===== src/hw/lcd_pkg.sv =====
/* lcd display package
   panel constants, draw codes and byte types for the 84x48 serial lcd driver */
package lcd_pkg;

	typedef logic [7:0] lcd_byte_t;
	typedef logic [3:0] level_t;
	typedef logic [3:0] draw_code_t;

	// ----------------------------------------
	// timing
	localparam int SCLK_HALF          = 4;    // clock cycles per half sclk
	localparam int PANEL_RESET_CYCLES = 8;
	localparam int CLEAR_BYTES        = 504;  // 84 columns x 6 rows

	// ----------------------------------------
	// configuration commands
	localparam lcd_byte_t CMD_EXTENDED = 8'h21;  // extended instruction set
	localparam lcd_byte_t CMD_VOP      = 8'h90;  // contrast
	localparam lcd_byte_t CMD_BASIC    = 8'h20;
	localparam lcd_byte_t CMD_NORMAL   = 8'h0c;  // normal display mode

	// ----------------------------------------
	// draw codes
	localparam draw_code_t DRAW_BARS  = 4'd1;
	localparam draw_code_t DRAW_CROSS = 4'd3;
	localparam draw_code_t DRAW_TEST  = 4'd7;
	localparam draw_code_t DRAW_HAPPY = 4'd8;
	localparam draw_code_t DRAW_SAD   = 4'd10;

	// ----------------------------------------
	// status bars
	localparam int BAR_COLUMNS   = 16;
	localparam int BAR_MAX_UNITS = 5;

	// order: hunger, sleep, fun, mood, health
	localparam lcd_byte_t BAR_X [5] = '{8'h09, 8'h27, 8'h42, 8'h15, 8'h3c};
	localparam lcd_byte_t BAR_Y [5] = '{8'h00, 8'h00, 8'h00, 8'h01, 8'h01};

endpackage

===== src/hw/lcd_display_top.sv =====
/* lcd display top
   sequencer, sprite table, bar generator and serial shifter */
`timescale 1ns/1ps

module lcd_display_top (
	input  logic                clock,
	input  logic                rst_n,
	input  lcd_pkg::draw_code_t draw,
	input  lcd_pkg::level_t     hunger,
	input  lcd_pkg::level_t     sleep,
	input  lcd_pkg::level_t     fun,
	input  lcd_pkg::level_t     mood,
	input  lcd_pkg::level_t     health,
	output logic                done,
	output logic                mosi,
	output logic                sclk,
	output logic                sce,
	output logic                dc,
	output logic                lcd_rst
);
	import lcd_pkg::*;

	logic       tx_start;
	lcd_byte_t  tx_byte;
	logic       tx_dc;
	logic       tx_next;
	draw_code_t sprite_code;
	logic [4:0] sprite_step;
	lcd_byte_t  sprite_byte;
	logic       sprite_dc;
	logic       sprite_last;
	logic       bar_begin;
	logic       bar_advance;
	lcd_byte_t  bar_byte;
	logic       bar_dc;
	logic       bar_last;

	lcd_sequencer u_sequencer (
		.clock       (clock),
		.rst_n       (rst_n),
		.draw        (draw),
		.done        (done),
		.lcd_rst     (lcd_rst),
		.tx_start    (tx_start),
		.tx_byte     (tx_byte),
		.tx_dc       (tx_dc),
		.tx_next     (tx_next),
		.sprite_code (sprite_code),
		.sprite_step (sprite_step),
		.sprite_byte (sprite_byte),
		.sprite_dc   (sprite_dc),
		.sprite_last (sprite_last),
		.bar_begin   (bar_begin),
		.bar_advance (bar_advance),
		.bar_byte    (bar_byte),
		.bar_dc      (bar_dc),
		.bar_last    (bar_last)
	);

	lcd_sprite_rom u_sprite_rom (
		.sprite_code (sprite_code),
		.sprite_step (sprite_step),
		.sprite_byte (sprite_byte),
		.sprite_dc   (sprite_dc),
		.sprite_last (sprite_last)
	);

	lcd_bar_gen u_bar_gen (
		.clock       (clock),
		.rst_n       (rst_n),
		.bar_begin   (bar_begin),
		.bar_advance (bar_advance),
		.hunger      (hunger),
		.sleep       (sleep),
		.fun         (fun),
		.mood        (mood),
		.health      (health),
		.bar_byte    (bar_byte),
		.bar_dc      (bar_dc),
		.bar_last    (bar_last)
	);

	lcd_spi_shifter u_shifter (
		.clock    (clock),
		.rst_n    (rst_n),
		.tx_start (tx_start),
		.tx_byte  (tx_byte),
		.tx_dc    (tx_dc),
		.tx_next  (tx_next),
		.mosi     (mosi),
		.sclk     (sclk),
		.sce      (sce),
		.dc       (dc)
	);

endmodule


===== src/hw/lcd_sequencer.sv =====
/* lcd sequencer
   panel reset, configuration and clear, then draws on each new draw code */
`timescale 1ns/1ps

module lcd_sequencer (
	input  logic                clock,
	input  logic                rst_n,
	input  lcd_pkg::draw_code_t draw,
	output logic                done,
	output logic                lcd_rst,
	output logic                tx_start,
	output lcd_pkg::lcd_byte_t  tx_byte,
	output logic                tx_dc,
	input  logic                tx_next,
	output lcd_pkg::draw_code_t sprite_code,
	output logic [4:0]          sprite_step,
	input  lcd_pkg::lcd_byte_t  sprite_byte,
	input  logic                sprite_dc,
	input  logic                sprite_last,
	output logic                bar_begin,
	output logic                bar_advance,
	input  lcd_pkg::lcd_byte_t  bar_byte,
	input  logic                bar_dc,
	input  logic                bar_last
);
	import lcd_pkg::*;

	localparam int RST_W = $clog2(PANEL_RESET_CYCLES);
	localparam int CLR_W = $clog2(CLEAR_BYTES);

	typedef enum logic [2:0] {
		S_RESET,
		S_CONFIG,
		S_CLEAR,
		S_STANDBY,
		S_SPRITE,
		S_BARS
	} state_t;

	state_t     state;
	logic [RST_W-1:0] rst_cnt;
	logic [1:0]       cfg_idx;
	logic [CLR_W-1:0] clr_cnt;
	draw_code_t       last_code;  // last handled code
	logic             code_changed;
	logic             is_sprite;

	assign code_changed = (state == S_STANDBY) && (draw != last_code);
	assign is_sprite    = draw inside {DRAW_CROSS, DRAW_TEST, DRAW_HAPPY, DRAW_SAD};
	assign bar_begin    = code_changed && (draw == DRAW_BARS);
	assign bar_advance  = tx_next && (state == S_BARS);
	assign tx_start     = state inside {S_CONFIG, S_CLEAR, S_SPRITE, S_BARS};

	// ----------------------------------------
	// byte source select
	always_comb begin
		tx_byte = 8'h00;
		tx_dc   = 1'b1;
		case (state)
			S_CONFIG: begin
				tx_dc = 1'b0;
				case (cfg_idx)
					2'd0:    tx_byte = CMD_EXTENDED;
					2'd1:    tx_byte = CMD_VOP;
					2'd2:    tx_byte = CMD_BASIC;
					default: tx_byte = CMD_NORMAL;
				endcase
			end
			S_SPRITE: begin
				tx_byte = sprite_byte;
				tx_dc   = sprite_dc;
			end
			S_BARS: begin
				tx_byte = bar_byte;
				tx_dc   = bar_dc;
			end
			default: begin
				tx_byte = 8'h00;  // clear writes zero data
			end
		endcase
	end

	// ----------------------------------------
	// control FSM
	always_ff @(posedge clock or negedge rst_n) begin
		if (!rst_n) begin
			state       <= S_RESET;
			rst_cnt     <= '0;
			cfg_idx     <= '0;
			clr_cnt     <= '0;
			last_code   <= '0;
			sprite_code <= '0;
			sprite_step <= '0;
			done        <= 1'b0;
			lcd_rst     <= 1'b0;
		end else begin
			case (state)
				S_RESET: begin
					if (rst_cnt == RST_W'(PANEL_RESET_CYCLES - 1)) begin
						lcd_rst <= 1'b1;  // release panel
						state   <= S_CONFIG;
					end else begin
						rst_cnt <= rst_cnt + RST_W'(1);
					end
				end
				S_CONFIG: begin
					if (tx_next) begin
						cfg_idx <= cfg_idx + 2'd1;
						if (cfg_idx == 2'd3) begin
							state <= S_CLEAR;
						end
					end
				end
				S_CLEAR: begin
					if (tx_next) begin
						clr_cnt <= clr_cnt + CLR_W'(1);
						if (clr_cnt == CLR_W'(CLEAR_BYTES - 1)) begin
							state <= S_STANDBY;
							done  <= 1'b1;
						end
					end
				end
				S_STANDBY: begin
					if (code_changed) begin
						last_code <= draw;  // unknown codes are only recorded
						if (draw == DRAW_BARS) begin
							state <= S_BARS;
							done  <= 1'b0;
						end else if (is_sprite) begin
							sprite_code <= draw;
							sprite_step <= '0;
							state       <= S_SPRITE;
							done        <= 1'b0;
						end
					end
				end
				S_SPRITE: begin
					if (tx_next) begin
						if (sprite_last) begin
							state <= S_STANDBY;
							done  <= 1'b1;
						end else begin
							sprite_step <= sprite_step + 5'd1;
						end
					end
				end
				S_BARS: begin
					if (tx_next && bar_last) begin
						state <= S_STANDBY;
						done  <= 1'b1;
					end
				end
				default: begin
					state <= S_RESET;
				end
			endcase
		end
	end

endmodule


===== src/hw/lcd_bar_gen.sv =====
/* status bar generator
   byte stream for the five level bars, each a position pair then columns */
`timescale 1ns/1ps

module lcd_bar_gen (
	input  logic               clock,
	input  logic               rst_n,
	input  logic               bar_begin,
	input  logic               bar_advance,
	input  lcd_pkg::level_t    hunger,
	input  lcd_pkg::level_t    sleep,
	input  lcd_pkg::level_t    fun,
	input  lcd_pkg::level_t    mood,
	input  lcd_pkg::level_t    health,
	output lcd_pkg::lcd_byte_t bar_byte,
	output logic               bar_dc,
	output logic               bar_last
);
	import lcd_pkg::*;

	localparam int POS_LAST = BAR_COLUMNS + 1;

	level_t     units_q [5];  // clamped levels
	logic [2:0] bar_idx;
	logic [4:0] pos;    // 0 x cmd, 1 row cmd, then columns
	logic [1:0] phase;  // column inside a unit
	logic [2:0] unit;
	level_t     cur_units;

	function automatic level_t clamp_level(input level_t lvl);
		return (lvl > level_t'(BAR_MAX_UNITS)) ? level_t'(BAR_MAX_UNITS) : lvl;
	endfunction

	always_ff @(posedge clock) begin
		if (bar_begin) begin
			units_q[0] <= clamp_level(hunger);
			units_q[1] <= clamp_level(sleep);
			units_q[2] <= clamp_level(fun);
			units_q[3] <= clamp_level(mood);
			units_q[4] <= clamp_level(health);
		end
	end

	// ----------------------------------------
	// stream position
	always_ff @(posedge clock or negedge rst_n) begin
		if (!rst_n) begin
			bar_idx <= '0;
			pos     <= '0;
			phase   <= '0;
			unit    <= '0;
		end else if (bar_begin) begin
			bar_idx <= '0;
			pos     <= '0;
			phase   <= '0;
			unit    <= '0;
		end else if (bar_advance) begin
			if (pos == 5'(POS_LAST)) begin
				pos     <= '0;
				phase   <= '0;
				unit    <= '0;
				bar_idx <= (bar_idx == 3'd4) ? 3'd0 : bar_idx + 3'd1;
			end else begin
				pos <= pos + 5'd1;
				if (pos > 5'd1) begin
					if (phase == 2'd2) begin
						phase <= '0;
						unit  <= unit + 3'd1;
					end else begin
						phase <= phase + 2'd1;
					end
				end
			end
		end
	end

	// ----------------------------------------
	// byte output
	assign cur_units = units_q[bar_idx];

	always_comb begin
		if (pos == 5'd0) begin
			bar_byte = 8'h80 + BAR_X[bar_idx];
		end else if (pos == 5'd1) begin
			bar_byte = 8'h40 + BAR_Y[bar_idx];
		end else if (({1'b0, unit} < cur_units) && (phase != 2'd2)) begin
			bar_byte = 8'h7e;  // filled column
		end else begin
			bar_byte = 8'h00;
		end
	end

	assign bar_dc   = (pos > 5'd1);
	assign bar_last = (bar_idx == 3'd4) && (pos == 5'(POS_LAST));

endmodule


===== src/hw/lcd_sprite_rom.sv =====
/* lcd sprite table
   fixed byte streams for the cross, test pattern and face sprites */
`timescale 1ns/1ps

module lcd_sprite_rom (
	input  lcd_pkg::draw_code_t sprite_code,
	input  logic [4:0]          sprite_step,
	output lcd_pkg::lcd_byte_t  sprite_byte,
	output logic                sprite_dc,
	output logic                sprite_last
);
	import lcd_pkg::*;

	logic sad;

	assign sad = (sprite_code == DRAW_SAD);

	always_comb begin
		sprite_byte = 8'h00;
		sprite_dc   = 1'b1;
		sprite_last = 1'b0;
		case (sprite_code)
			DRAW_CROSS: begin
				case (sprite_step)
					5'd0:       sprite_byte = 8'h9a;
					5'd1:       sprite_byte = 8'h42;
					5'd2, 5'd9: sprite_byte = 8'h3c;
					5'd3, 5'd8: sprite_byte = 8'h24;
					5'd4, 5'd7: sprite_byte = 8'he7;
					5'd5, 5'd6: sprite_byte = 8'h81;
					default:    sprite_byte = 8'h00;
				endcase
				sprite_dc   = (sprite_step > 5'd1);
				sprite_last = (sprite_step == 5'd9);
			end
			DRAW_TEST: begin
				case (sprite_step)
					5'd0:    sprite_byte = 8'h83;
					5'd1:    sprite_byte = 8'h42;
					5'd4:    sprite_byte = 8'h7c;  // stem of the t
					default: sprite_byte = 8'h04;
				endcase
				sprite_dc   = (sprite_step > 5'd1);
				sprite_last = (sprite_step == 5'd6);
			end
			DRAW_HAPPY, DRAW_SAD: begin
				case (sprite_step)
					5'd0, 5'd6: sprite_byte = 8'ha5;
					5'd1:       sprite_byte = 8'h43;  // eyes row
					5'd2, 5'd5: sprite_byte = 8'hde;
					5'd3, 5'd4: sprite_byte = 8'h08;
					5'd7:       sprite_byte = 8'h44;  // mouth row
					5'd8:       sprite_byte = sad ? 8'h14 : 8'h12;
					5'd9:       sprite_byte = sad ? 8'h12 : 8'h14;
					5'd10:      sprite_byte = sad ? 8'h32 : 8'h34;
					5'd11:      sprite_byte = sad ? 8'h54 : 8'h52;
					default:    sprite_byte = 8'h00;
				endcase
				sprite_dc   = !(sprite_step inside {5'd0, 5'd1, 5'd6, 5'd7});
				sprite_last = (sprite_step == 5'd11);
			end
			default: begin
				sprite_last = 1'b1;  // unknown code, nothing to draw
			end
		endcase
	end

endmodule


===== src/hw/lcd_spi_shifter.sv =====
/* lcd serial shifter
   sends one byte msb first with a divided serial clock, chip enable
   and data/command line */
`timescale 1ns/1ps

module lcd_spi_shifter (
	input  logic               clock,
	input  logic               rst_n,
	input  logic               tx_start,
	input  lcd_pkg::lcd_byte_t tx_byte,
	input  logic               tx_dc,
	output logic               tx_next,
	output logic               mosi,
	output logic               sclk,
	output logic               sce,
	output logic               dc
);
	import lcd_pkg::*;

	localparam int DIV_W = (SCLK_HALF > 1) ? $clog2(SCLK_HALF) : 1;

	logic             busy;
	logic [DIV_W-1:0] div_cnt;
	logic [3:0]       half_cnt;  // 16 half periods per byte
	lcd_byte_t        shift_q;

	assign tx_next = tx_start && !busy;  // byte taken this cycle
	assign mosi    = shift_q[7];

	always_ff @(posedge clock or negedge rst_n) begin
		if (!rst_n) begin
			busy     <= 1'b0;
			div_cnt  <= '0;
			half_cnt <= '0;
			shift_q  <= '0;
			sclk     <= 1'b0;
			sce      <= 1'b1;
			dc       <= 1'b1;
		end else if (tx_next) begin
			busy     <= 1'b1;
			div_cnt  <= '0;
			half_cnt <= '0;
			shift_q  <= tx_byte;
			dc       <= tx_dc;
			sce      <= 1'b0;
			sclk     <= 1'b0;
		end else if (busy) begin
			if (div_cnt == DIV_W'(SCLK_HALF - 1)) begin
				div_cnt  <= '0;
				half_cnt <= half_cnt + 4'd1;
				if (half_cnt == 4'd15) begin
					busy <= 1'b0;  // last bit done
					sce  <= 1'b1;
					sclk <= 1'b0;
				end else begin
					sclk <= ~sclk;
				end
				if (sclk) begin
					shift_q <= {shift_q[6:0], 1'b0};  // next bit on falling edge
				end
			end else begin
				div_cnt <= div_cnt + DIV_W'(1);
			end
		end
	end

endmodule


===== config.mk =====
export PLATFORM = sky130hd
export DESIGN_NAME = lcd_display_top
export DESIGN_NICKNAME = d
export VERILOG_FILES = /design/src/hw/lcd_pkg.sv /design/src/hw/lcd_display_top.sv /design/src/hw/lcd_sequencer.sv /design/src/hw/lcd_bar_gen.sv /design/src/hw/lcd_sprite_rom.sv /design/src/hw/lcd_spi_shifter.sv
export SDC_FILE = /design/constraint.sdc
export NUM_CORES = 1
export LEC_CHECK = 0
export BUFFER_PORTS_ARGS = -buffer_cell sky130_fd_sc_hd__buf_2
export CORE_ASPECT_RATIO = 0.7
export CORE_UTILIZATION = 55
export DETAILED_ROUTE_END_ITERATION = 8
export PLACE_DENSITY_LB_ADDON = 0.05
export SETUP_SLACK_MARGIN = 0.3
export SLEW_MARGIN = 20
export SYNTH_ARGS = -nofsm -noshare
export SYNTH_HDL_FRONTEND = slang
export SYNTH_SLANG_ARGS = --single-unit

===== constraint.sdc =====
create_clock -name clock -period 2.9 [get_ports clock]
set_input_delay 0.725 -clock clock [delete_from_list [all_inputs] [get_ports clock]]
set_output_delay 0.725 -clock clock [all_outputs]
set_load 0.01 [all_outputs]

; ---- Word-level counts from Yosys, hierarchy flattened
; Memory sizes are Yosys's and may differ from the RTL's.
; Cells that the tools add are included.
[totals]
ff_bits = 63
ramBits = 20
rom_bits = 256
in_bits = 26
wordCells = 239
n_memories = 4
[memory_table]
columns = memory, depth, width, rd, rd_clocked_by_memory_dff, write_ports, line_no
row1 = (no name shown), 16, 8, 1, 0, 0, lcd_sprite_rom.sv:24  ; case (sprite_step)
row2 = (no name shown), 8, 8, 1, 0, 0, lcd_bar_gen.sv:83  ; bar_byte = 8'h80 + BAR_X[bar_idx];
row3 = (no name shown), 8, 8, 1, 0, 0, lcd_bar_gen.sv:85  ; bar_byte = 8'h40 + BAR_Y[bar_idx];
row4 = u_bar_gen.units_q, 5, 4, 1, 0, 5, lcd_bar_gen.sv:23  ; level_t units_q [5];
[classes]
addsub = 12
order_cmp = 9
n_eq_ne = 51
n_mux = 93
bitwise_logic = 4
n_reduce_logical = 46
[ops]
columns = operator, count
row1 = $pmux W8 S3, 4
row2 = $mux W8, 11
row3 = $mux W3, 24
row4 = $pmux W8 S9, 1
row5 = $mux W5, 8
row6 = $mux W4, 8
row7 = $mux W1, 22
row8 = $eq A4 B4 Y1 const B, 5
row9 = $eq A5 B3 Y1 const B, 4
row10 = $eq A5 B4 Y1 const B, 4
row11 = $gt A4 B3 Y1 const B, 5
row12 = $pmux W3 S6, 1
row13 = $mux W2, 8
row14 = $reduce_and A2 Y1, 8
row15 = $reduce_bool A4 Y1, 4
row16 = $ne A2 B2 Y1 const B, 7
row17 = $reduce_bool A2 Y1, 7
row18 = $eq A3 B3 Y1 const B, 4
row19 = $ne A2 B1 Y1 const B, 6
row20 = $add A5 B1 Y5 const B, 2
row21 = $eq A5 B1 Y1 const B, 2
row22 = $eq A5 B2 Y1 const B, 2
row23 = $gt A5 B1 Y1 const B, 2
row24 = $logic_not A5 Y1, 2
row25 = 37 further kinds, 64

; ---- Logic depth before layout (Yosys ltp)
; Gate-level depths: netlist of the first run.
[depth]
depth_word = 9
depth_mapped = 10
ltp_nobuf = 9

; ---- By module
; A second synthesis of the first run with hierarchy kept.
[unflattened]
hier_cells = 530
hier_area_um2 = 5262.5
[by_module_without_submodules]
columns = mod, n_inst, cells_each, area_per_inst_um2, seq_area_each_um2
row1 = lcd_sequencer, 1, 196, 1898.1, 800.8
row2 = lcd_bar_gen, 1, 166, 1835.5, 925.9
row3 = lcd_spi_shifter, 1, 66, 898.4, 452.9
row4 = lcd_sprite_rom, 1, 102, 630.6, 0.0

; ---- Least setup slack after synthesis of the first run
; No wires, ideal clock.
[synth_timing]
path_kind = in2reg
startpoint = input draw[2]
endpoint = register u_bar_gen.unit[1]
setup_time_ps = 122
arrival_time_ps = 2748
slack_ps = 30
cell_stages = 7
path_cell_list = clkbuf_2 -> xor2_1 -> o41ai_2 -> nor4_4 -> nor2_2 -> or2_1 -> a32o_1
[synth_between]
elab_chain_len = 5
elab_cells_between_ends = 9
cone_classes = eq/ne (2) / mux (1) / reduce/logical (6)
[synth_rtl]
columns = element, line_no
row1 = from (decl), lcd_display_top.sv:8  ; input lcd_pkg::draw_code_t draw,
row2 = $ne A4 B4 Y1, lcd_sequencer.sv:48  ; assign code_changed = (state == S_STANDBY) && (draw != last_code);
row3 = $logic_and A1 B1 Y1, lcd_sequencer.sv:48
row4 = $logic_and A1 B1 Y1 (*), lcd_sequencer.sv:50  ; assign bar_begin = code_changed && (draw == DRAW_BARS);
row5 = named net bar_begin, lcd_display_top.sv:32  ; logic bar_begin;
row6 = $reduce_bool A3 Y1 (no source line) / $reduce_bool A2 Y1 (equally long branches), n/a
row7 = $reduce_and A3 Y1 (no source line), n/a
row8 = to (signal assigned), lcd_bar_gen.sv:68  ; unit <= unit + 3'd1;
row9 = to (decl), lcd_bar_gen.sv:27  ; logic [2:0] unit;
; The timed path passes the listed nets; every way through them passes the cells marked *.
; A chain may end at the register's enable or synchronous reset.

; ---- Worst setup path in the final report of the first run
[layout_timing]
startpoint = register u_sequencer.sprite_step[0]
endpoint = register u_shifter.shift_q[7]
[layout_between]
elab_chain_len = 6
elab_cells_between_ends = 22
cone_classes = eq/ne (11) / mux (6) / reduce/logical (4) / memory (1)
[layout_rtl]
columns = element, line_no
row1 = from (decl), lcd_sequencer.sv:16  ; output logic [4:0] sprite_step,
row2 = from (signal assigned), lcd_sequencer.sv:143  ; sprite_step <= sprite_step + 5'd1;
row3 = "$eq A5 B2 Y1, or another cell as far along", lcd_sprite_rom.sv:47  ; case (sprite_step)
row4 = $reduce_or A2 Y1, lcd_sprite_rom.sv:47
row5 = $pmux W8 S9, lcd_sprite_rom.sv:47
row6 = $pmux W8 S3 (*), lcd_sprite_rom.sv:22  ; case (sprite_code)
row7 = $pmux W8 S3 (*), lcd_sequencer.sv:59  ; case (state)
row8 = $mux W8 (*), lcd_spi_shifter.sv:39  ; end else if (tx_next) begin
row9 = to (signal assigned), lcd_spi_shifter.sv:43  ; shift_q <= tx_byte;
row10 = to (signal assigned), lcd_spi_shifter.sv:59  ; shift_q <= {shift_q[6:0], 1'b0};
row11 = to (decl), lcd_spi_shifter.sv:25  ; lcd_byte_t shift_q;
; Mark *: on every way between the ends. The rest lies on a longest branch, timed or not.

==> impl_results.md, run 1 <==
* Layout Nets at ~630
* Worst vdd ir at roughly 500 uV
* Vias in the first global route at between 3k and 4k
* Area after DPL at ~5600 sq um
* Status: finished, final reports clean
* Post-synthesis sequential area ratio at ~42%
* Cell chain of the critical path: inv_1, ha_1, buf_4, or4_1, nand3_2, nand2_1, a31o_2, a311oi_1, o21ai_0
* Setup TNS at 0 ns
* CTS tree: built
* Mean Syn Cell Area at roughly 9.5 sq um
* Initial antenna violation count at 0
* Post-synth top area share at just under 30%
* F_max at 400 MHz
* Max cap viols at 0
* Die span in y at 82.9 microns
* EDFF count, synth at 20
* Total global-route track usage at about a quarter
* Leakage at roughly 2.5 nW
* PortBufs at 31
* RSZ-0062 raised after global routing: true
* Commonest cells in the netlist: 61 x dfrtp_1, 47 x nor2_1, 45 x nand2_1, 34 x o21ai_0, 32 x a21oi_1
* H-Tree Depth at 3
* Die width at roughly 120 microns
* Cell area power density at about 820 nW/um^2
* Worst slew pin tran at around 0.69 ns
* Synth top area cells: dfrtp_1 30%, edfxtp_1 12%, ha_1 6.3%
* Via/cell ratio at roughly 6
* Worst Hold Class: in2async
* # fillers at 741
* # diodes at 0
* DIE AREA at 9750 sq um
* DR WL/cell at between 15 and 20 microns
* Top_reg_cell synth: dfrtp_1
* Initial Util at 56.7%
* Global-route wire length before repair at 20200 microns
* Post-placement cell count at around 700
* Final hold slack at 0.424 ns
* FFs w/ async S/R, synth at 75.9%
* Post-CTS Hold Fix Bufs at 0
* Critical path endpoint category: flip-flop
* CP arrival at between 2 and 3 ns
* Final Skew at slightly below 0.007 ns
* Crit start category: flip-flop
* Max stage delay on crit path at around 0.47 ns
* DR iter-0 viols at about 360
* Worst rel slew slack at a little over half
* Vias at ~4.3k
* Final Setup Violations at 0
* Buffer levels on the longest clock path at 2
* Final Hold Fails at 0
* RePlAce Congestion at ~0.96
* Worst-path fanout max at 9
* Post-Route WL at around 12000 microns
* Largest net degree at the start of global routing at 36
* Most common cell in the netlist: dfrtp_1
* Core area at roughly 9100 sq um
* Share of cells above drive strength 1 at between 10% and 20%
* CTS Buf Count at 9
* Routed Antenna Nets at 0
* Reg2Reg Setup Slack at about 0.40 ns
* Row cnt at 29
* Area Growth Syn to Fin at 14.4%
* Library cells used by synthesis at 74
* Yosys warning count at 0
* Worst Path Required at between 3 and 4 ns
* Crit share post-route at 86.2%
* Mapped Area at 5140 sq um
* Clk slew on worst S/H paths at 0.06 ns
* Post-layout min period at about 2.5 ns
* First-pass DRT Iterations at 5
* DRC Markers at 0
* Clock Tree Root: clkbuf_16
* Critical-path top delay cell: or4_1
* Max-slew violations at 0
* Finished Layout Cells at between 700 and 800
* Dominant cell type by area after synthesis: dfrtp_1
* Seq cells post-synth at between 80 and 90
* HPWL Detailed at approximately 9100 microns
* CP Class: reg2reg
* Post-Syn Instances at 540
* Io pins at 32
* Clk sinks at a little over 80
* Skew-Pair Late Insertion Delay at approximately 0.34 ns
* GR Overflow Total at 0
* Final Cell Area at between 5000 and 6000 sq um
where the power goes:
group	internal (mW)	switching (mW)	total [mW]
logic	0.840	1.08	1.92
registers	1.39	0.315	1.71
clock network	0.721	0.472	1.19
total	2.95	1.87	4.83
critical path, delay by kind of cell, from the launching register on:
| kind | cells | cell delay (ns) |
|---|---|---|
| compound gates | 3 | 0.75 |
| fa+ha+maj | 1 | 0.23 |
| flops | 1 | 0.42 |
| buf+inv | 2 | 0.28 |
| simple gates | 3 | 0.70 |
layout make-up:
class,instances,area [sq um],share of cell area (%)
timing repair buffer,49,315,5.36
inverter,20,75.1,1.28
clock buffer,11,254,4.32
clock inverter,5,57.6,0.979
multi-input combinational,414,2840,48.3
sequential,83,2180,37.1
tap,124,155,2.64
worst paths after layout:
path	startpoint	to	cells after the start
max reg2reg	u_sequencer.sprite_step[0]$_DFFE_PN0P_	u_shifter.shift_q[7]$_DFFE_PN0P_	9
min in group clock	u_sequencer.clr_cnt[8]$_DFFE_PN0P_	u_sequencer.clr_cnt[8]$_DFFE_PN0P_	1
max in group asynchronous	rst_n	u_shifter.dc$_DFFE_PN1P_	2
min	rst_n	u_shifter.div_cnt[0]$_DFFE_PN0P_	1
min reg2reg	u_sequencer.clr_cnt[8]$_DFFE_PN0P_	u_sequencer.clr_cnt[8]$_DFFE_PN0P_	1
max	u_sequencer.sprite_step[0]$_DFFE_PN0P_	u_shifter.shift_q[7]$_DFFE_PN0P_	9
what timing repair did:
item | in CTS | in global routing
pin swaps | 0 | 1
resized for setup | 1 | 4
endpoints found under the setup margin | 1 | 3
setup buffers | 0 | 1
kinds of logic (layout without fill, tap and decap cells):
| logic type | Yosys count | in the layout | synth area share, % |
|---|---|---|---|
| AND/OR/NAND/NOR | 208 | 208 | 21.8 |
| AO/OA/AOI/OAI | 133 | 133 | 17.1 |
| flip-flops | 83 | 83 | 42.4 |
| buffers and inverters | 47 | 85 | 3.77 |
| adder cells (fa/ha/maj) | 26 | 26 | 6.33 |
| multiplexers | 22 | 22 | 5.09 |
| XOR/XNOR | 20 | 20 | 3.41 |
| other | 1 | 5 | 0.0729 |
metal layers:
layer	GRT usage [%]	up-vias	share of wire [%]	wire length (microns)
li1	-	2056	-	-
met1	41.9	2064	52	6270
met4	5.94	0	0.72	87
met2	36.7	140	41	4990
met3	4.74	11	6.6	798
met5	0	-	0	0
layout by cell type, fill, tap and decap left out, types with 6 or more instances in the layout:
| master | n |
|---|---|
| dfrtp_1 | 59 |
| nor2_1 | 47 |
| nand2_1 | 45 |
| o21ai_0 | 34 |
| a21oi_1 | 32 |
| buf_2 | 31 |
| nand3_1 | 24 |
| ha_1 | 24 |
| inv_1 | 20 |
| edfxtp_1 | 20 |
| buf_4 | 16 |
| nor3_1 | 14 |
| mux2_2 | 13 |
| xnor2_1 | 10 |
| clkbuf_16 | 10 |
| nand2b_1 | 9 |
| xor2_1 | 8 |
| or2_2 | 8 |
| and3_1 | 8 |
| mux2i_1 | 7 |
| a211o_1 | 7 |
| nor2b_1 | 6 |
| nand4_1 | 6 |
| a21o_1 | 6 |
stage by stage:
step / setup slack (ns) / utilization, % / total power, mW
2_1_floorplan: 0.0486 / - / 3.06
3_3_place_gp: 0.313 / 61.2 / 3.56
3_5_place_dp: 0.330 / 61.2 / 3.58
4_1_cts: 0.330 / 64.6 / 4.80
5_1_grt: 0.293 / 64.8 / 5.14
6_report: 0.401 / 64.8 / 4.83
registers in the layout (all words and copies together) (netlist names):
register / cells
u_sequencer.last_code: 4
u_sequencer.state: 3
u_sequencer.sprite_step: 5
u_shifter.div_cnt: 2
u_sequencer.rst_cnt: 3
u_bar_gen.pos: 5
u_sequencer.lcd_rst: 1
u_shifter.sce: 1
u_shifter.dc: 1
u_bar_gen.unit: 3
u_shifter.shift_q: 8
u_sequencer.sprite_code: 4
u_shifter.sclk: 1
u_sequencer.clr_cnt: 9
u_shifter.busy: 1
u_bar_gen.units_q: 20
u_shifter.half_cnt: 4
u_sequencer.done: 1
u_bar_gen.phase: 2
u_bar_gen.bar_idx: 3
u_sequencer.cfg_idx: 2
No activity file was read; power rests on OpenSTA's default activity.
==> run 2, diff against run 1 <==
--- a/config.mk
+++ b/config.mk
@@ -10,6 +10,7 @@
 export CORE_UTILIZATION = 55
 export DETAILED_ROUTE_END_ITERATION = 8
 export PLACE_DENSITY_LB_ADDON = 0.05
+export REMOVE_ABC_BUFFERS = 1
 export SETUP_SLACK_MARGIN = 0.3
 export SLEW_MARGIN = 20
 export SYNTH_ARGS = -nofsm -noshare
==> run 2 against run 1 <==
  * Global-route usage shrank 0.14 points
  * Critical path depth fell by 2
  * Clock power shrank 3%
  * Non-clock buffer count fell by 4
  * Sequential power about the same
  * Final cell count shrank 0.57%
  * Total power decreased by 2.7%
  * Critical endpoint unchanged
  * Largest cell class unchanged
  * Highest routed layer unchanged
==> impl_results.md, run 2 (same netlist as run 1, synthesis figures left out) <==
* Max cap viols at 0
* Initial Util at 56.7%
* CTS tree: built
* Cell chain of the critical path: ha_1, or4_1, nand3_1, o22ai_1, a31o_2, a311oi_1, o21ai_0
* Reg2reg end: u_shifter.shift_q[7]$_DFFE_PN0P_
* PortBufs at 31
* Vias at 4218
* Vias in the first global route at around 4.0k
* DR WL/cell at 17.1 microns
* Sw frac at 38.8%
* DIE AREA at approximately 9700 sq um
* Final Setup Violations at 0
* First-pass DRT Iterations at 5
* Setup TNS at 0 ns
* Met2 Track Usage GR at between 30% and 40%
* Core area at 9070 sq um
* Crit share post-route at a little under nine tenths
* Worst-path fanout max at 9
* Most flops, register: u_bar_gen.units_q
* Post-Route WL at 12000 microns
* Clk slew on worst S/H paths at about 0.060 ns
* Via/cell ratio at between 6 and 7
* Post-placement cell count at 686
* Leakage at approximately 2.5 nW
* Worst slew pin tran at 0.669 ns
* # fillers at 762
* Final Skew at around 0.012 ns
* Worst Path Required at between 3 and 4 ns
* Fraction of power consumed by the clock network at 24.5%
* Largest net degree at the start of global routing at 38
* RePlAce Congestion at about 0.97
* Commonest non-fill, non-tap cell in the layout: dfrtp_1
* # diodes at 0
* Post-CTS Hold Fix Bufs at 0
* RSZ-0062 raised after global routing: false
* Setup bufs post-CTS at 0
* R2R Path Start: u_sequencer.sprite_step[0]$_DFFE_PN0P_
* CP arrival at roughly 2.7 ns
* Switching pwr at between 1.5 and 2 mW
* Routed Antenna Nets at 0
* Logic pwr share at 39.4%
* Post-layout util at a little under two thirds
* H-Tree Depth at 3
* Storage cell area at 2180 sq um
* Critical path endpoint category: flip-flop
* Clk sinks at 83
* HPWL Detailed at between 8000 and 9000 microns
* Internal at 2.87 mW
* Io pins at 32
* GR Overflow Total at 0
* CTS resizes at 0
* Critical-path top delay cell: or4_1
* F_max at slightly above 400 MHz
* CP Class: reg2reg
* Post-layout min period at 2.47 ns
* Layout Nets at 625
* DR iter-0 viols at ~300
* Skew-Pair Late Insertion Delay at around 0.34 ns
* Multi-input gate area in the final layout at 2790 sq um
* Initial antenna violation count at 0
* Crit path buf inv count at 0
* CTS Buf Count at 9
* Max-slew violations at 0
* Reg2Reg Depth at 7
* Total global-route track usage at 26.2%
* Share of cells above drive strength 1 at 18.0%
* Area Growth Syn to Fin at 12.3%
* Die width at 118 microns
* Worst vdd ir at approximately 500 uV
* Final Hold Fails at 0
* M1 GR Usage at between 40% and 50%
* Clock Tree Root: clkbuf_16
* Met3 usage at 6.04%
* Worst rel slew slack at a little under three fifths
* DRC Markers at 0
* Delay-heaviest family, CP: simple AND/OR/NAND/NOR gates
* Worst Hold Class: in2async
* Row cnt at 29
* Status: finished, final reports clean
* Reg2Reg Setup Slack at around 0.43 ns
* Largest register FFs at 20
* Buffer levels on the longest clock path at 2
* Most frequent cells in the layout: 60 x dfrtp_1, 47 x nor2_1, 45 x nand2_1
* Finished Layout Cells at approximately 700
* Final hold slack at just over 0.4 ns
* Crit start category: flip-flop
* Global-route wire length before repair at 20200 microns
* GR peak layer: met1
* Top Registers: u_bar_gen.units_q x20, u_sequencer.clr_cnt x9, u_shifter.shift_q x8
* Cell area power density at 813 nW/um^2
* Flop pwr share at a little over a third
* Tot Pwr at 4.70 mW
* Max stage delay on crit path at 0.60 ns
* Die span in y at between 80 and 90 microns
[run 2: worst register-to-register path, stage by stage (launching register included)]
cell and delay (ns):
dfrtp_1 0.44, ha_1 0.36, or4_1 0.60, nand3_1 0.20
o22ai_1 0.11, a31o_2 0.22, a311oi_1 0.29, o21ai_0 0.12
[run 2: how the worst max path moves through the flow]
stage,startpoint,endpoint,slack (ns),cells past startpoint
3_5_place_dp,u_sequencer.sprite_step[1]$_DFFE_PN0P_,u_shifter.shift_q[7]$_DFFE_PN0P_,0.41,8
6_report,u_sequencer.sprite_step[0]$_DFFE_PN0P_,u_shifter.shift_q[7]$_DFFE_PN0P_,0.43,7
4_1_cts,u_sequencer.sprite_step[1]$_DFFE_PN0P_,u_shifter.shift_q[7]$_DFFE_PN0P_,0.40,8
3_3_place_gp,u_bar_gen.bar_idx[0]$_DFFE_PN0P_,u_shifter.shift_q[2]$_DFFE_PN0P_,0.53,9
5_1_grt,u_sequencer.sprite_step[1]$_DFFE_PN0P_,u_shifter.shift_q[7]$_DFFE_PN0P_,0.29,8
2_1_floorplan,u_sequencer.state[2]$_DFFE_PN0P_,u_bar_gen.unit[1]$_DFFE_PN0P_,0.19,6
[run 2: metrics by stage]
stage / cell area, sq um / setup WS [ns]
floorplan: 5040 / 0.188
global placement: 5470 / 0.529
detailed placement: 5470 / 0.415
CTS: 5770 / 0.403
global route: 5770 / 0.295
finish: 5770 / 0.431
[run 2: metal layers]
metal | share of wire [%] | routed length, microns
met1 | 51 | 6060
met2 | 41 | 4870
met3 | 7.4 | 892
met4 | 1.4 | 168
met5 | 0 | 0
[run 2: area by class of cell]
class                           count  area share [%]
Timing Repair Buffer               45            4.72
Tap cell                          124            2.69
Multi-Input combinational cell    414            48.3
Sequential cell                    83            37.8
Inverter                           20            1.30
Clock buffer                       10            4.14
Clock inverter                      6            1.08
[run 2: power groups by stage]
| stage | registers (mW) | clock network (mW) | logic, mW |
|---|---|---|---|
| after floorplan | 1.71 | 0 | 1.23 |
| after global placement | 1.69 | 0 | 1.76 |
| after detailed placement | 1.70 | 0 | 1.79 |
| after CTS | 1.68 | 1.18 | 1.80 |
| after global routing | 1.73 | 1.23 | 2.04 |
| final | 1.69 | 1.15 | 1.85 |
==> run 3, diff against run 2 <==
--- a/config.mk
+++ b/config.mk
@@ -8,6 +8,7 @@
 export BUFFER_PORTS_ARGS = -buffer_cell sky130_fd_sc_hd__buf_2
 export CORE_ASPECT_RATIO = 0.7
 export CORE_UTILIZATION = 55
+export CTS_BUF_LIST = sky130_fd_sc_hd__clkbuf_16
 export DETAILED_ROUTE_END_ITERATION = 8
 export PLACE_DENSITY_LB_ADDON = 0.05
 export REMOVE_ABC_BUFFERS = 1
==> run 3 against run 2 <==
  * Global-route usage about the same
  * Setup slack worse by 0.0060 ns
  * Final cell count unchanged
  * Hold slack worse by 0.0029 ns
  * Non-clock buffer count unchanged
  * Combinational power about the same
  * Clock skew down 0.0024 ns
  * Clock power about the same
  * Die area unchanged
  * Largest power group unchanged
  * Highest routed layer unchanged
==> impl_results.md, run 3 (same netlist as run 1, synthesis figures left out) <==
* Worst slew pin tran at approximately 0.66 ns
* Crit share post-route at a little under nine tenths
* Post-Route WL at about 12000 microns
* Worst rel slew slack at a little under three fifths
* HPWL Detailed at 8870 microns
* Row cnt at 29
* DR WL/cell at between 15 and 20 microns
* Clk sinks at between 80 and 90
* Vias in the first global route at 3991
* Largest net degree at the start of global routing at 38
* Layout Nets at roughly 630
* Post-CTS Hold Fix Bufs at 0
* F_max at 404 MHz
* Status: finished, final reports clean
* Initial Util at a little under three fifths
* Finished Layout Cells at around 700
* Routed Antenna Nets at 0
* RePlAce Congestion at just under 1
* Die span in y at between 80 and 90 microns
* CP arrival at approximately 2.7 ns
* Setup TNS at 0 ns
* Post-placement cell count at approximately 700
* Top Registers: u_bar_gen.units_q x20, u_sequencer.clr_cnt x9, u_shifter.shift_q x8
* Buffer levels on the longest clock path at 2
* Setup bufs post-CTS at 0
* Core area at between 9000 and 10000 sq um
* Max cap viols at 0
* Crit start category: flip-flop
* DR iter-0 viols at around 280
* Initial antenna violation count at 0
* RSZ-0062 raised after global routing: false
* Cell area power density at between 800 and 900 nW/um^2
* Worst-path fanout max at 9
* Post-layout min period at roughly 2.5 ns
* Share of cells above drive strength 1 at 17.8%
* DRC Markers at 0
* Max-slew violations at 0
* Critical path endpoint category: flip-flop
* Most frequent cells in the layout: 60 x dfrtp_1, 47 x nor2_1, 45 x nand2_1
* Reg2Reg Depth at 7
* Via/cell ratio at between 5 and 6
* Die width at 118 microns
* Commonest non-fill, non-tap cell in the layout: dfrtp_1
* Most flops, register: u_bar_gen.units_q
* Worst Hold Class: in2async
* Final Hold Fails at 0
* CTS Buf Count at 9
* Area Growth Syn to Fin at 12.1%
* CTS tree: built
* Largest register FFs at 20
* PortBufs at 31
* Reg2Reg Setup Slack at between 0.4 and 0.5 ns
* Reg2reg end: u_shifter.shift_q[7]$_DFFE_PN0P_
* CP Class: reg2reg
* H-Tree Depth at 3
* Final Skew at ~0.0094 ns
* Clock Tree Root: clkbuf_16
* Final Setup Violations at 0
* Vias at approximately 4.2k
* Total global-route track usage at a little over a quarter
* Worst vdd ir at 498 uV
* Io pins at 32
* Leakage at 2.49 nW
* Skew-Pair Late Insertion Delay at 0.34 ns
* Global-route wire length before repair at approximately 20000 microns
* DIE AREA at 9750 sq um
* First-pass DRT Iterations at 5
* R2R Path Start: u_sequencer.sprite_step[0]$_DFFE_PN0P_
* GR Overflow Total at 0
* # diodes at 0
* Clk slew on worst S/H paths at about 0.06 ns
* Worst Path Required at about 3.1 ns
run 3: cell count changes in the layout (fill, tap and decap cells not counted), sizes merged:
| cell | previous run | this run |
|---|---|---|
| clkinv | 3 | 4 |
| clkbuf | 10 | 9 |
run 3: critical path, stage by stage (launching register included):
cell and delay, ns:
dfrtp_1 0.44, ha_1 0.36, or4_1 0.60, nand3_1 0.20, o22ai_1 0.12, a31o_2 0.22, a311oi_1 0.28, o21ai_0 0.11
run 3: how the worst max path moves through the flow:
stage / from / end / slack (ns) / cells past startpoint
after floorplan: u_sequencer.state[2]$_DFFE_PN0P_ / u_bar_gen.unit[1]$_DFFE_PN0P_ / 0.19 / 6
after global placement: u_bar_gen.bar_idx[0]$_DFFE_PN0P_ / u_shifter.shift_q[2]$_DFFE_PN0P_ / 0.53 / 9
after detailed placement: u_sequencer.sprite_step[1]$_DFFE_PN0P_ / u_shifter.shift_q[7]$_DFFE_PN0P_ / 0.41 / 8
after CTS: u_sequencer.sprite_step[1]$_DFFE_PN0P_ / u_shifter.shift_q[7]$_DFFE_PN0P_ / 0.40 / 8
after global routing: u_sequencer.sprite_step[1]$_DFFE_PN0P_ / u_shifter.shift_q[7]$_DFFE_PN0P_ / 0.29 / 8
final: u_sequencer.sprite_step[0]$_DFFE_PN0P_ / u_shifter.shift_q[7]$_DFFE_PN0P_ / 0.43 / 7
run 3: metrics by stage:
stage / utilization [%] / total power, mW / hold WS (ns) / worst slack, ns / instance area, sq um
after floorplan: - / 2.93 / 0.429 / 0.188 / 5040
after global placement: 60.3 / 3.45 / 0.457 / 0.529 / 5470
after detailed placement: 60.3 / 3.49 / 0.456 / 0.415 / 5470
after CTS: 63.5 / 4.63 / 0.426 / 0.403 / 5760
after global routing: 63.5 / 4.96 / 0.460 / 0.295 / 5760
final: 63.5 / 4.67 / 0.408 / 0.425 / 5760
run 3: repair_timing:
action                                  CTS  global route
resized for setup                         0             3
endpoints found under the hold margin     0             0
endpoints found under the setup margin    0             3
run 3: area by class of cell:
type | instances | area [sq um]
multi-input combinational | 414 | 2790
clock buffer | 9 | 225
inverter | 20 | 75.1
clock inverter | 7 | 66.3
tap | 124 | 155
fill | 764 | 3310
timing repair buffer | 45 | 273
sequential | 83 | 2180
run 3: metal layers:
metal  wire length (microns)  track usage (%)  vias to the layer above
met5                       0                0                        -
met4                     115             6.18                        0
met3                     876             6.04                        9
met2                    4960             35.6                      165
met1                    6080             41.4                     1982
li1                        -                -                     2038
run 3: where the power goes:
| group | internal (mW) | total, mW | switching [mW] |
|---|---|---|---|
| clock | 0.664 | 1.13 | 0.461 |
| combinational | 0.791 | 1.85 | 1.06 |
| sequential | 1.39 | 1.69 | 0.303 |
